$ cat config.mk
export PLATFORM = sky130hd
export DESIGN_NAME = ptw_subsystem
export DESIGN_NICKNAME = d
export VERILOG_FILES = /design/src/design/ptw_pkg.sv /design/src/design/page_table_walker.sv /design/src/design/pte_cache.sv /design/src/design/ptw_req_arbiter.sv /design/src/design/ptw_subsystem.sv
export SDC_FILE = /design/constraint.sdc
export NUM_CORES = 1
export LEC_CHECK = 0
export ABC_AREA = 1
export BUFFER_PORTS_ARGS = -buffer_cell sky130_fd_sc_hd__buf_2
export CAP_MARGIN = 20
export CORE_ASPECT_RATIO = 0.75
export CORE_MARGIN = 4
export CORE_UTILIZATION = 42
export CTS_CLUSTER_SIZE = 40
export DETAILED_ROUTE_END_ITERATION = 12
export GPL_ROUTABILITY_DRIVEN = 0
export SKIP_CTS_REPAIR_TIMING = 1
export SLEW_MARGIN = 20
export SYNTH_ARGS = -nofsm -noshare
export SYNTH_HDL_FRONTEND = slang
export SYNTH_HIERARCHICAL = 1
export SYNTH_SLANG_ARGS = --single-unit
export TNS_END_PERCENT = 10
$ cat constraint.sdc
create_clock -name i_clk -period 4.9 [get_ports i_clk]
set_clock_uncertainty 0.05 [all_clocks]
set_input_delay 0.245 -clock i_clk [delete_from_list [all_inputs] [get_ports i_clk]]
set_output_delay 0.245 -clock i_clk [all_outputs]
set_load 0.01 [all_outputs]
$ cat src/design/ptw_pkg.sv
package ptw_pkg;

  localparam int PTE_W       = 32;
  localparam int PADDR_W     = 34;
  localparam int PPN_W       = 22;
  localparam int VPN_FIELD_W = 10;
  localparam int VPN_W       = 20;
  localparam int PG_IDX_W    = 12;
  localparam int PG_LEVELS   = 2;

  // byte offset bits of one PTE inside a table
  localparam int PTE_OFF_W = $clog2(PTE_W / 8);

  typedef logic [PADDR_W-1:0] paddr_t;
  typedef logic [PPN_W-1:0]   ppn_t;
  typedef logic [VPN_W-1:0]   vpn_t;
  typedef logic [$clog2(PG_LEVELS)-1:0] level_t;

  // Sv32 entry layout with v in bit 0
  typedef struct packed {
    ppn_t       ppn;
    logic [1:0] rsw;
    logic       d;
    logic       a;
    logic       g;
    logic       u;
    logic       x;
    logic       w;
    logic       r;
    logic       v;
  } pte_t;

  typedef struct packed {
    logic valid;
    vpn_t vpn;
  } walk_req_t;

  typedef struct packed {
    logic   valid;
    pte_t   pte;
    level_t level;
    logic   fault;
  } walk_resp_t;

  typedef struct packed {
    logic   valid;
    paddr_t addr;
  } mem_req_t;

  typedef enum logic [2:0] {
    IDLE,
    CHECK_CACHE,
    CACHE_RESULT,
    MEM_REQUEST,
    MEM_WAIT
  } walk_state_t;

endpackage

$ cat src/design/page_table_walker.sv
`timescale 1ns/1ps

module page_table_walker
  import ptw_pkg::*;
#(
  parameter int NUM_PORTS = 2
) (
  input  logic                 i_clk,
  input  logic                 i_reset_n,
  input  walk_req_t            i_req,
  input  logic [NUM_PORTS-1:0] i_grant,
  output logic                 o_idle,
  input  ppn_t                 i_satp_ppn,
  output walk_resp_t           o_resp [NUM_PORTS],
  output logic                 o_lookup_valid,
  output paddr_t               o_lookup_addr,
  input  logic                 i_hit,
  input  pte_t                 i_cache_pte,
  output logic                 o_fill_valid,
  output paddr_t               o_fill_addr,
  output pte_t                 o_fill_pte,
  output mem_req_t             o_mem_req,
  input  logic                 i_mem_ready,
  input  logic                 i_mem_resp_valid,
  input  pte_t                 i_mem_resp_data
);

  walk_state_t          r_state;
  walk_state_t          w_next_state;
  logic [NUM_PORTS-1:0] r_grant;
  vpn_t                 r_vpn;
  level_t               r_level;
  paddr_t               r_addr;

  pte_t   w_pte;
  logic   w_start;
  logic   w_is_leaf;
  logic   w_bad_pte;
  logic   w_last_level;
  logic   w_fin;
  logic   w_pte_valid;
  logic   w_done;
  logic   w_step;
  level_t w_next_level;
  paddr_t w_first_addr;
  paddr_t w_next_addr;

  // table base plus the vpn field of the given level scaled to a PTE
  function automatic paddr_t pte_addr(ppn_t base, vpn_t vpn, level_t lvl);
    logic [VPN_FIELD_W-1:0] idx;
    idx = vpn[lvl*VPN_FIELD_W +: VPN_FIELD_W];
    return {base, {PG_IDX_W{1'b0}}} + paddr_t'({idx, {PTE_OFF_W{1'b0}}});
  endfunction

  assign w_start = (r_state == IDLE) & i_req.valid;

  assign w_pte = (r_state == MEM_WAIT) ? i_mem_resp_data : i_cache_pte;

  assign w_is_leaf    = w_pte.v & (w_pte.r | w_pte.w | w_pte.x);
  assign w_bad_pte    = ~w_pte.v | (w_pte.w & ~w_pte.r);
  assign w_last_level = (r_level == '0);
  assign w_fin        = w_is_leaf | w_bad_pte | w_last_level;

  assign w_pte_valid = ((r_state == CACHE_RESULT) & i_hit) |
                       ((r_state == MEM_WAIT) & i_mem_resp_valid);
  assign w_done      = w_pte_valid & w_fin;
  assign w_step      = w_pte_valid & ~w_fin; // descend one level

  assign w_next_level = r_level - 1'b1;
  assign w_first_addr = pte_addr(i_satp_ppn, i_req.vpn, level_t'(PG_LEVELS - 1));
  assign w_next_addr  = pte_addr(w_pte.ppn, r_vpn, w_next_level);

  always_comb begin
    w_next_state = r_state;
    case (r_state)
      IDLE:         if (i_req.valid) w_next_state = CHECK_CACHE;
      CHECK_CACHE:  w_next_state = CACHE_RESULT;
      CACHE_RESULT: begin
        if (!i_hit) w_next_state = MEM_REQUEST;
        else        w_next_state = w_fin ? IDLE : CHECK_CACHE;
      end
      MEM_REQUEST:  if (i_mem_ready) w_next_state = MEM_WAIT;
      MEM_WAIT:     if (i_mem_resp_valid) w_next_state = w_fin ? IDLE : CHECK_CACHE;
      default:      w_next_state = IDLE;
    endcase
  end

  always_ff @(posedge i_clk or negedge i_reset_n) begin
    if (!i_reset_n) begin
      r_state <= IDLE;
      r_grant <= '0;
      r_level <= '0;
    end else begin
      r_state <= w_next_state;
      if (w_start) begin
        r_grant <= i_grant;
        r_level <= level_t'(PG_LEVELS - 1); // walk starts at the root
      end else if (w_step) begin
        r_level <= w_next_level;
      end
    end
  end

  always_ff @(posedge i_clk) begin
    if (w_start) begin
      r_vpn  <= i_req.vpn;
      r_addr <= w_first_addr;
    end else if (w_step) begin
      r_addr <= w_next_addr;
    end
  end

  // result pulse only toward the port held since acceptance
  for (genvar p = 0; p < NUM_PORTS; p++) begin : g_resp
    assign o_resp[p] = '{valid: w_done & r_grant[p], pte: w_pte,
                         level: r_level, fault: w_bad_pte};
  end

  assign o_idle = (r_state == IDLE);

  assign o_lookup_valid = (r_state == CHECK_CACHE);
  assign o_lookup_addr  = r_addr;

  assign o_fill_valid = (r_state == MEM_WAIT) & i_mem_resp_valid;
  assign o_fill_addr  = r_addr;
  assign o_fill_pte   = i_mem_resp_data;

  assign o_mem_req = '{valid: (r_state == MEM_REQUEST), addr: r_addr};

endmodule

$ cat src/design/pte_cache.sv
`timescale 1ns/1ps

module pte_cache
  import ptw_pkg::*;
#(
  parameter int CACHE_ENTRIES = 8
) (
  input  logic   i_clk,
  input  logic   i_reset_n,
  input  logic   i_lookup_valid,
  input  paddr_t i_lookup_addr,
  output logic   o_hit,
  output pte_t   o_pte,
  input  logic   i_fill_valid,
  input  paddr_t i_fill_addr,
  input  pte_t   i_fill_pte,
  input  logic   i_flush
);

  localparam int IDX_W = $clog2(CACHE_ENTRIES);
  localparam int TAG_W = PADDR_W - IDX_W - PTE_OFF_W;

  typedef logic [IDX_W-1:0] idx_t;
  typedef logic [TAG_W-1:0] tag_t;

  logic [CACHE_ENTRIES-1:0] r_valid;
  tag_t                     r_tag  [CACHE_ENTRIES];
  pte_t                     r_data [CACHE_ENTRIES];

  idx_t w_lookup_idx;
  tag_t w_lookup_tag;
  idx_t w_fill_idx;
  tag_t w_fill_tag;
  logic r_hit;
  pte_t r_pte;

  assign w_lookup_idx = i_lookup_addr[PTE_OFF_W +: IDX_W]; // word index
  assign w_lookup_tag = i_lookup_addr[PADDR_W-1 -: TAG_W];
  assign w_fill_idx   = i_fill_addr[PTE_OFF_W +: IDX_W];
  assign w_fill_tag   = i_fill_addr[PADDR_W-1 -: TAG_W];

  always_ff @(posedge i_clk or negedge i_reset_n) begin
    if (!i_reset_n) begin
      r_valid <= '0;
    end else if (i_flush) begin
      r_valid <= '0; // sfence beats a fill
    end else if (i_fill_valid) begin
      r_valid[w_fill_idx] <= 1'b1;
    end
  end

  always_ff @(posedge i_clk) begin
    if (i_fill_valid) begin
      r_tag[w_fill_idx]  <= w_fill_tag;
      r_data[w_fill_idx] <= i_fill_pte;
    end
  end

  // one-cycle registered lookup
  always_ff @(posedge i_clk or negedge i_reset_n) begin
    if (!i_reset_n) begin
      r_hit <= 1'b0;
    end else begin
      r_hit <= i_lookup_valid & ~i_flush & r_valid[w_lookup_idx] &
               (r_tag[w_lookup_idx] == w_lookup_tag);
    end
  end

  always_ff @(posedge i_clk) begin
    r_pte <= r_data[w_lookup_idx];
  end

  assign o_hit = r_hit;
  assign o_pte = r_pte;

endmodule

$ cat src/design/ptw_req_arbiter.sv
`timescale 1ns/1ps

module ptw_req_arbiter
  import ptw_pkg::*;
#(
  parameter int NUM_PORTS = 2
) (
  input  walk_req_t            i_req [NUM_PORTS],
  input  logic                 i_idle,
  output logic [NUM_PORTS-1:0] o_grant,
  output walk_req_t            o_req
);

  logic [NUM_PORTS-1:0] w_valid;
  logic [NUM_PORTS-1:0] w_oh;

  always_comb begin
    for (int p = 0; p < NUM_PORTS; p++) begin
      w_valid[p] = i_req[p].valid;
    end
  end

  // lowest set bit wins
  assign w_oh = w_valid & ~(w_valid - NUM_PORTS'(1));

  // ready only while the walker sits in IDLE
  assign o_grant = w_oh & {NUM_PORTS{i_idle}};

  // and-or mux over the one-hot
  always_comb begin
    o_req = '0;
    for (int p = 0; p < NUM_PORTS; p++) begin
      o_req = walk_req_t'(o_req | (i_req[p] & {$bits(walk_req_t){o_grant[p]}}));
    end
  end

endmodule

$ cat src/design/ptw_subsystem.sv
`timescale 1ns/1ps

module ptw_subsystem
  import ptw_pkg::*;
#(
  parameter int NUM_PORTS     = 2,
  parameter int CACHE_ENTRIES = 8
) (
  input  logic                 i_clk,
  input  logic                 i_reset_n,
  input  ppn_t                 i_satp_ppn,
  input  logic                 i_flush,
  input  walk_req_t            i_req [NUM_PORTS],
  output logic [NUM_PORTS-1:0] o_req_ready,
  output walk_resp_t           o_resp [NUM_PORTS],
  output mem_req_t             o_mem_req,
  input  logic                 i_mem_ready,
  input  logic                 i_mem_resp_valid,
  input  pte_t                 i_mem_resp_data
);

  walk_req_t w_req;
  logic      w_idle;
  logic      w_lookup_valid;
  paddr_t    w_lookup_addr;
  logic      w_hit;
  pte_t      w_cache_pte;
  logic      w_fill_valid;
  paddr_t    w_fill_addr;
  pte_t      w_fill_pte;

  ptw_req_arbiter #(.NUM_PORTS(NUM_PORTS)) u_arbiter (
    .i_req   (i_req),
    .i_idle  (w_idle),
    .o_grant (o_req_ready), // grant doubles as ready
    .o_req   (w_req)
  );

  page_table_walker #(.NUM_PORTS(NUM_PORTS)) u_walker (
    .i_clk            (i_clk),
    .i_reset_n        (i_reset_n),
    .i_req            (w_req),
    .i_grant          (o_req_ready),
    .o_idle           (w_idle),
    .i_satp_ppn       (i_satp_ppn),
    .o_resp           (o_resp),
    .o_lookup_valid   (w_lookup_valid),
    .o_lookup_addr    (w_lookup_addr),
    .i_hit            (w_hit),
    .i_cache_pte      (w_cache_pte),
    .o_fill_valid     (w_fill_valid),
    .o_fill_addr      (w_fill_addr),
    .o_fill_pte       (w_fill_pte),
    .o_mem_req        (o_mem_req),
    .i_mem_ready      (i_mem_ready),
    .i_mem_resp_valid (i_mem_resp_valid),
    .i_mem_resp_data  (i_mem_resp_data)
  );

  pte_cache #(.CACHE_ENTRIES(CACHE_ENTRIES)) u_cache (
    .i_clk          (i_clk),
    .i_reset_n      (i_reset_n),
    .i_lookup_valid (w_lookup_valid),
    .i_lookup_addr  (w_lookup_addr),
    .o_hit          (w_hit),
    .o_pte          (w_cache_pte),
    .i_fill_valid   (w_fill_valid),
    .i_fill_addr    (w_fill_addr),
    .i_fill_pte     (w_fill_pte),
    .i_flush        (i_flush)
  );

endmodule

==> flow_metrics.env <==
export IMPL_syn2layout_area_growth_pct=13.4
export IMPL_ir_worst_vdd_mv=0.270
export IMPL_cts_root_buffer="clkbuf_16"
export IMPL_fin_setup_tns_ns=0
export IMPL_wirelength_um=61900
export IMPL_grt_overflow_total=0
export IMPL_grt_use_met3=0.0337
export IMPL_firstDrtPassIters=5
export IMPL_pin_count=208
export IMPL_hold_class="input port to register"
export IMPL_status="complete, but fails checks"
export IMPL_cp_cell_sequence="buf_12 -> nand2_1 -> nor2_4 -> buf_12"
export IMPL_synth_area_per_cell_um2=10.8
export IMPL_clkLatencyLatePin_ns=0.59
export IMPL_fin_ws_ns=1.66
export IMPL_hp_start="i_req[12]"
export IMPL_start_util=0.428
export IMPL_numPortBuffers=205
export IMPL_dp_hpwl_um=35300
export IMPL_crit_required_ns=5.09
export IMPL_preCtsSetupSlack_ns=1.85
export IMPL_die_area_um2=64500
export IMPL_num_rows=77
export IMPL_cp_max_fo=176
export IMPL_antenna_left=0
export IMPL_crit_family="simple AND/OR/NAND/NOR gates"
export IMPL_grt_max_degree=177
export IMPL_period_minus_slack_ns=3.24
export IMPL_critical_path_class="register to register"
export IMPL_cts_made_buffers=55
export IMPL_yosys_warnings=6
export IMPL_fin_nets=2577
export IMPL_netlist_instances=2362
export IMPL_drt_iter0_drc=1699
export IMPL_grt_pass1_vias=15700
export IMPL_cts_buffer_depth=3
export IMPL_slowest_delay_ns=0.56
export IMPL_cts_tree="yes"
export IMPL_path_common_cell="buf_12"
export IMPL_antenna_found_initial=0
export IMPL_cp_start_kind="register"
export IMPL_relSlewSlack=0.283
export IMPL_gr_usage_met2=0.285
export IMPL_fp_dieW_um=292
export IMPL_worst_pin_slew_ns=1.08
export IMPL_clkTransAtPathRegs_ns=0.06
export IMPL_violations="hold timing"
export IMPL_core_area_um2=59300
export IMPL_p_leak_nw=11.4
export IMPL_finalSetupViolCount=0
export IMPL_top_usage_layer="met2"
export IMPL_track_usage=0.184
export IMPL_post_drt_wl_per_cell_um=18.7
export IMPL_drcViolationCount=0
export IMPL_crit_reg2reg_launch="u_walker/o_fill_addr[2]"
export IMPL_setup_worst_path_start="u_walker/o_fill_addr[2]"
export IMPL_gr_usage_met1=0.273
export IMPL_cp_slowest_cell="nor2_4"
export IMPL_fmaxAchievable_ghz=0.308
export IMPL_finalCritPeriodShare=0.662
export IMPL_syn_area_um2=25400
export IMPL_crit_buf_inv=2
export IMPL_critPathCaptureType="register"
export IMPL_rsz0062_at_grt="no"
export IMPL_p_per_area_nw_per_um2=486
export IMPL_diodes=0
export IMPL_drive_above_1_share=0.140
export IMPL_grt_pass1_wl_um=93000
export IMPL_vias_per_cell=5.06
export IMPL_cap_violations=0
export IMPL_slew_viol_final=0
export IMPL_dieHeight_um=221
export IMPL_cts_htree_levels=2
export IMPL_vias=16800
export IMPL_crit_arrival_ns=3.43
export IMPL_final_hold_violation_count=2
export IMPL_holdWs_ns=-0.0250
export IMPL_numClockSinks=587
## layout make-up
cell class | count | area, um2
Tap cell | 790 | 988
Timing Repair Buffer | 309 | 2080
Inverter | 182 | 691
Multi-Input combinational cell | 1341 | 5890
Sequential cell | 587 | 17200
Clock inverter | 25 | 320
Fill cell | 5262 | 30500
Clock buffer | 79 | 1610
## state kept, by name, summed over array words and instances, names as in the netlist
name                  flops
u_cache/r_data          256
u_cache/r_tag           232
u_cache/o_pte            32
u_walker/o_fill_addr     32
u_walker/r_vpn           20
u_cache/r_valid           8
u_walker/r_state          3
u_walker/r_grant          2
u_cache/o_hit             1
u_walker/r_level          1
## path summary, 6_finish.rpt
check,to,slack [ns],cells past startpoint
max,u_cache/r_tag[7][25],1.66,4
min,u_walker/r_vpn[12],-0.02,3
max reg2reg,u_cache/r_tag[7][25],1.66,4
min reg2reg,u_cache/r_valid[3],0.45,2
max in group asynchronous,u_cache/o_hit,4.37,2
min in group asynchronous,u_walker/r_grant[1],0.08,2
## tightest hold or removal path, cell delays in order
cell     delay [ns]
buf_2          0.07
nand4_1        0.09
nand2_1        0.09
## cells in the final DEF (no fill, tap or decap), types with 3 or more instances in the layout
master / n
o21ai_0: 156
inv_1: 175
o21ai_1: 5
buf_4: 22
or2_2: 3
inv_6: 3
nand2_1: 545
nand3_1: 136
nand3b_1: 26
nor2_1: 336
buf_2: 205
edfxtp_1: 540
clkinv_2: 12
dfrtp_1: 15
bufinv_16: 7
clkbuf_1: 11
a31oi_1: 54
nand4_1: 20
clkinv_1: 3
inv_2: 4
clkbuf_16: 56
clkbuf_8: 12
nand2_2: 8
dfxtp_1: 32
dlygate4sd3_1: 75
o22ai_1: 33
buf_12: 7
nor2_4: 9
## where the power goes
part	switching (mW)	internal (mW)
clock	1.82	2.65
sequential	0.281	5.95
combinational	2.23	1.06
total	4.33	9.66
## layer usage
metal | vias to the layer above | routed length [um]
met5 | - | 0
met4 | 0 | 1090
met3 | 84 | 4790
met2 | 601 | 28000
met1 | 8023 | 28000
li1 | 8049 | -
## through the flow
stage,utilization,total power [mW],area (um2),cells
final,0.485,14.0,28800,3313
after global routing,0.485,14.7,28800,3313
after CTS,0.473,14.0,28100,3238
after detailed placement,0.440,9.55,26100,3134
after global placement,0.440,9.49,26100,3134
after floorplan,-,8.69,25400,2363
No activity file was read; power rests on OpenSTA's default activity.
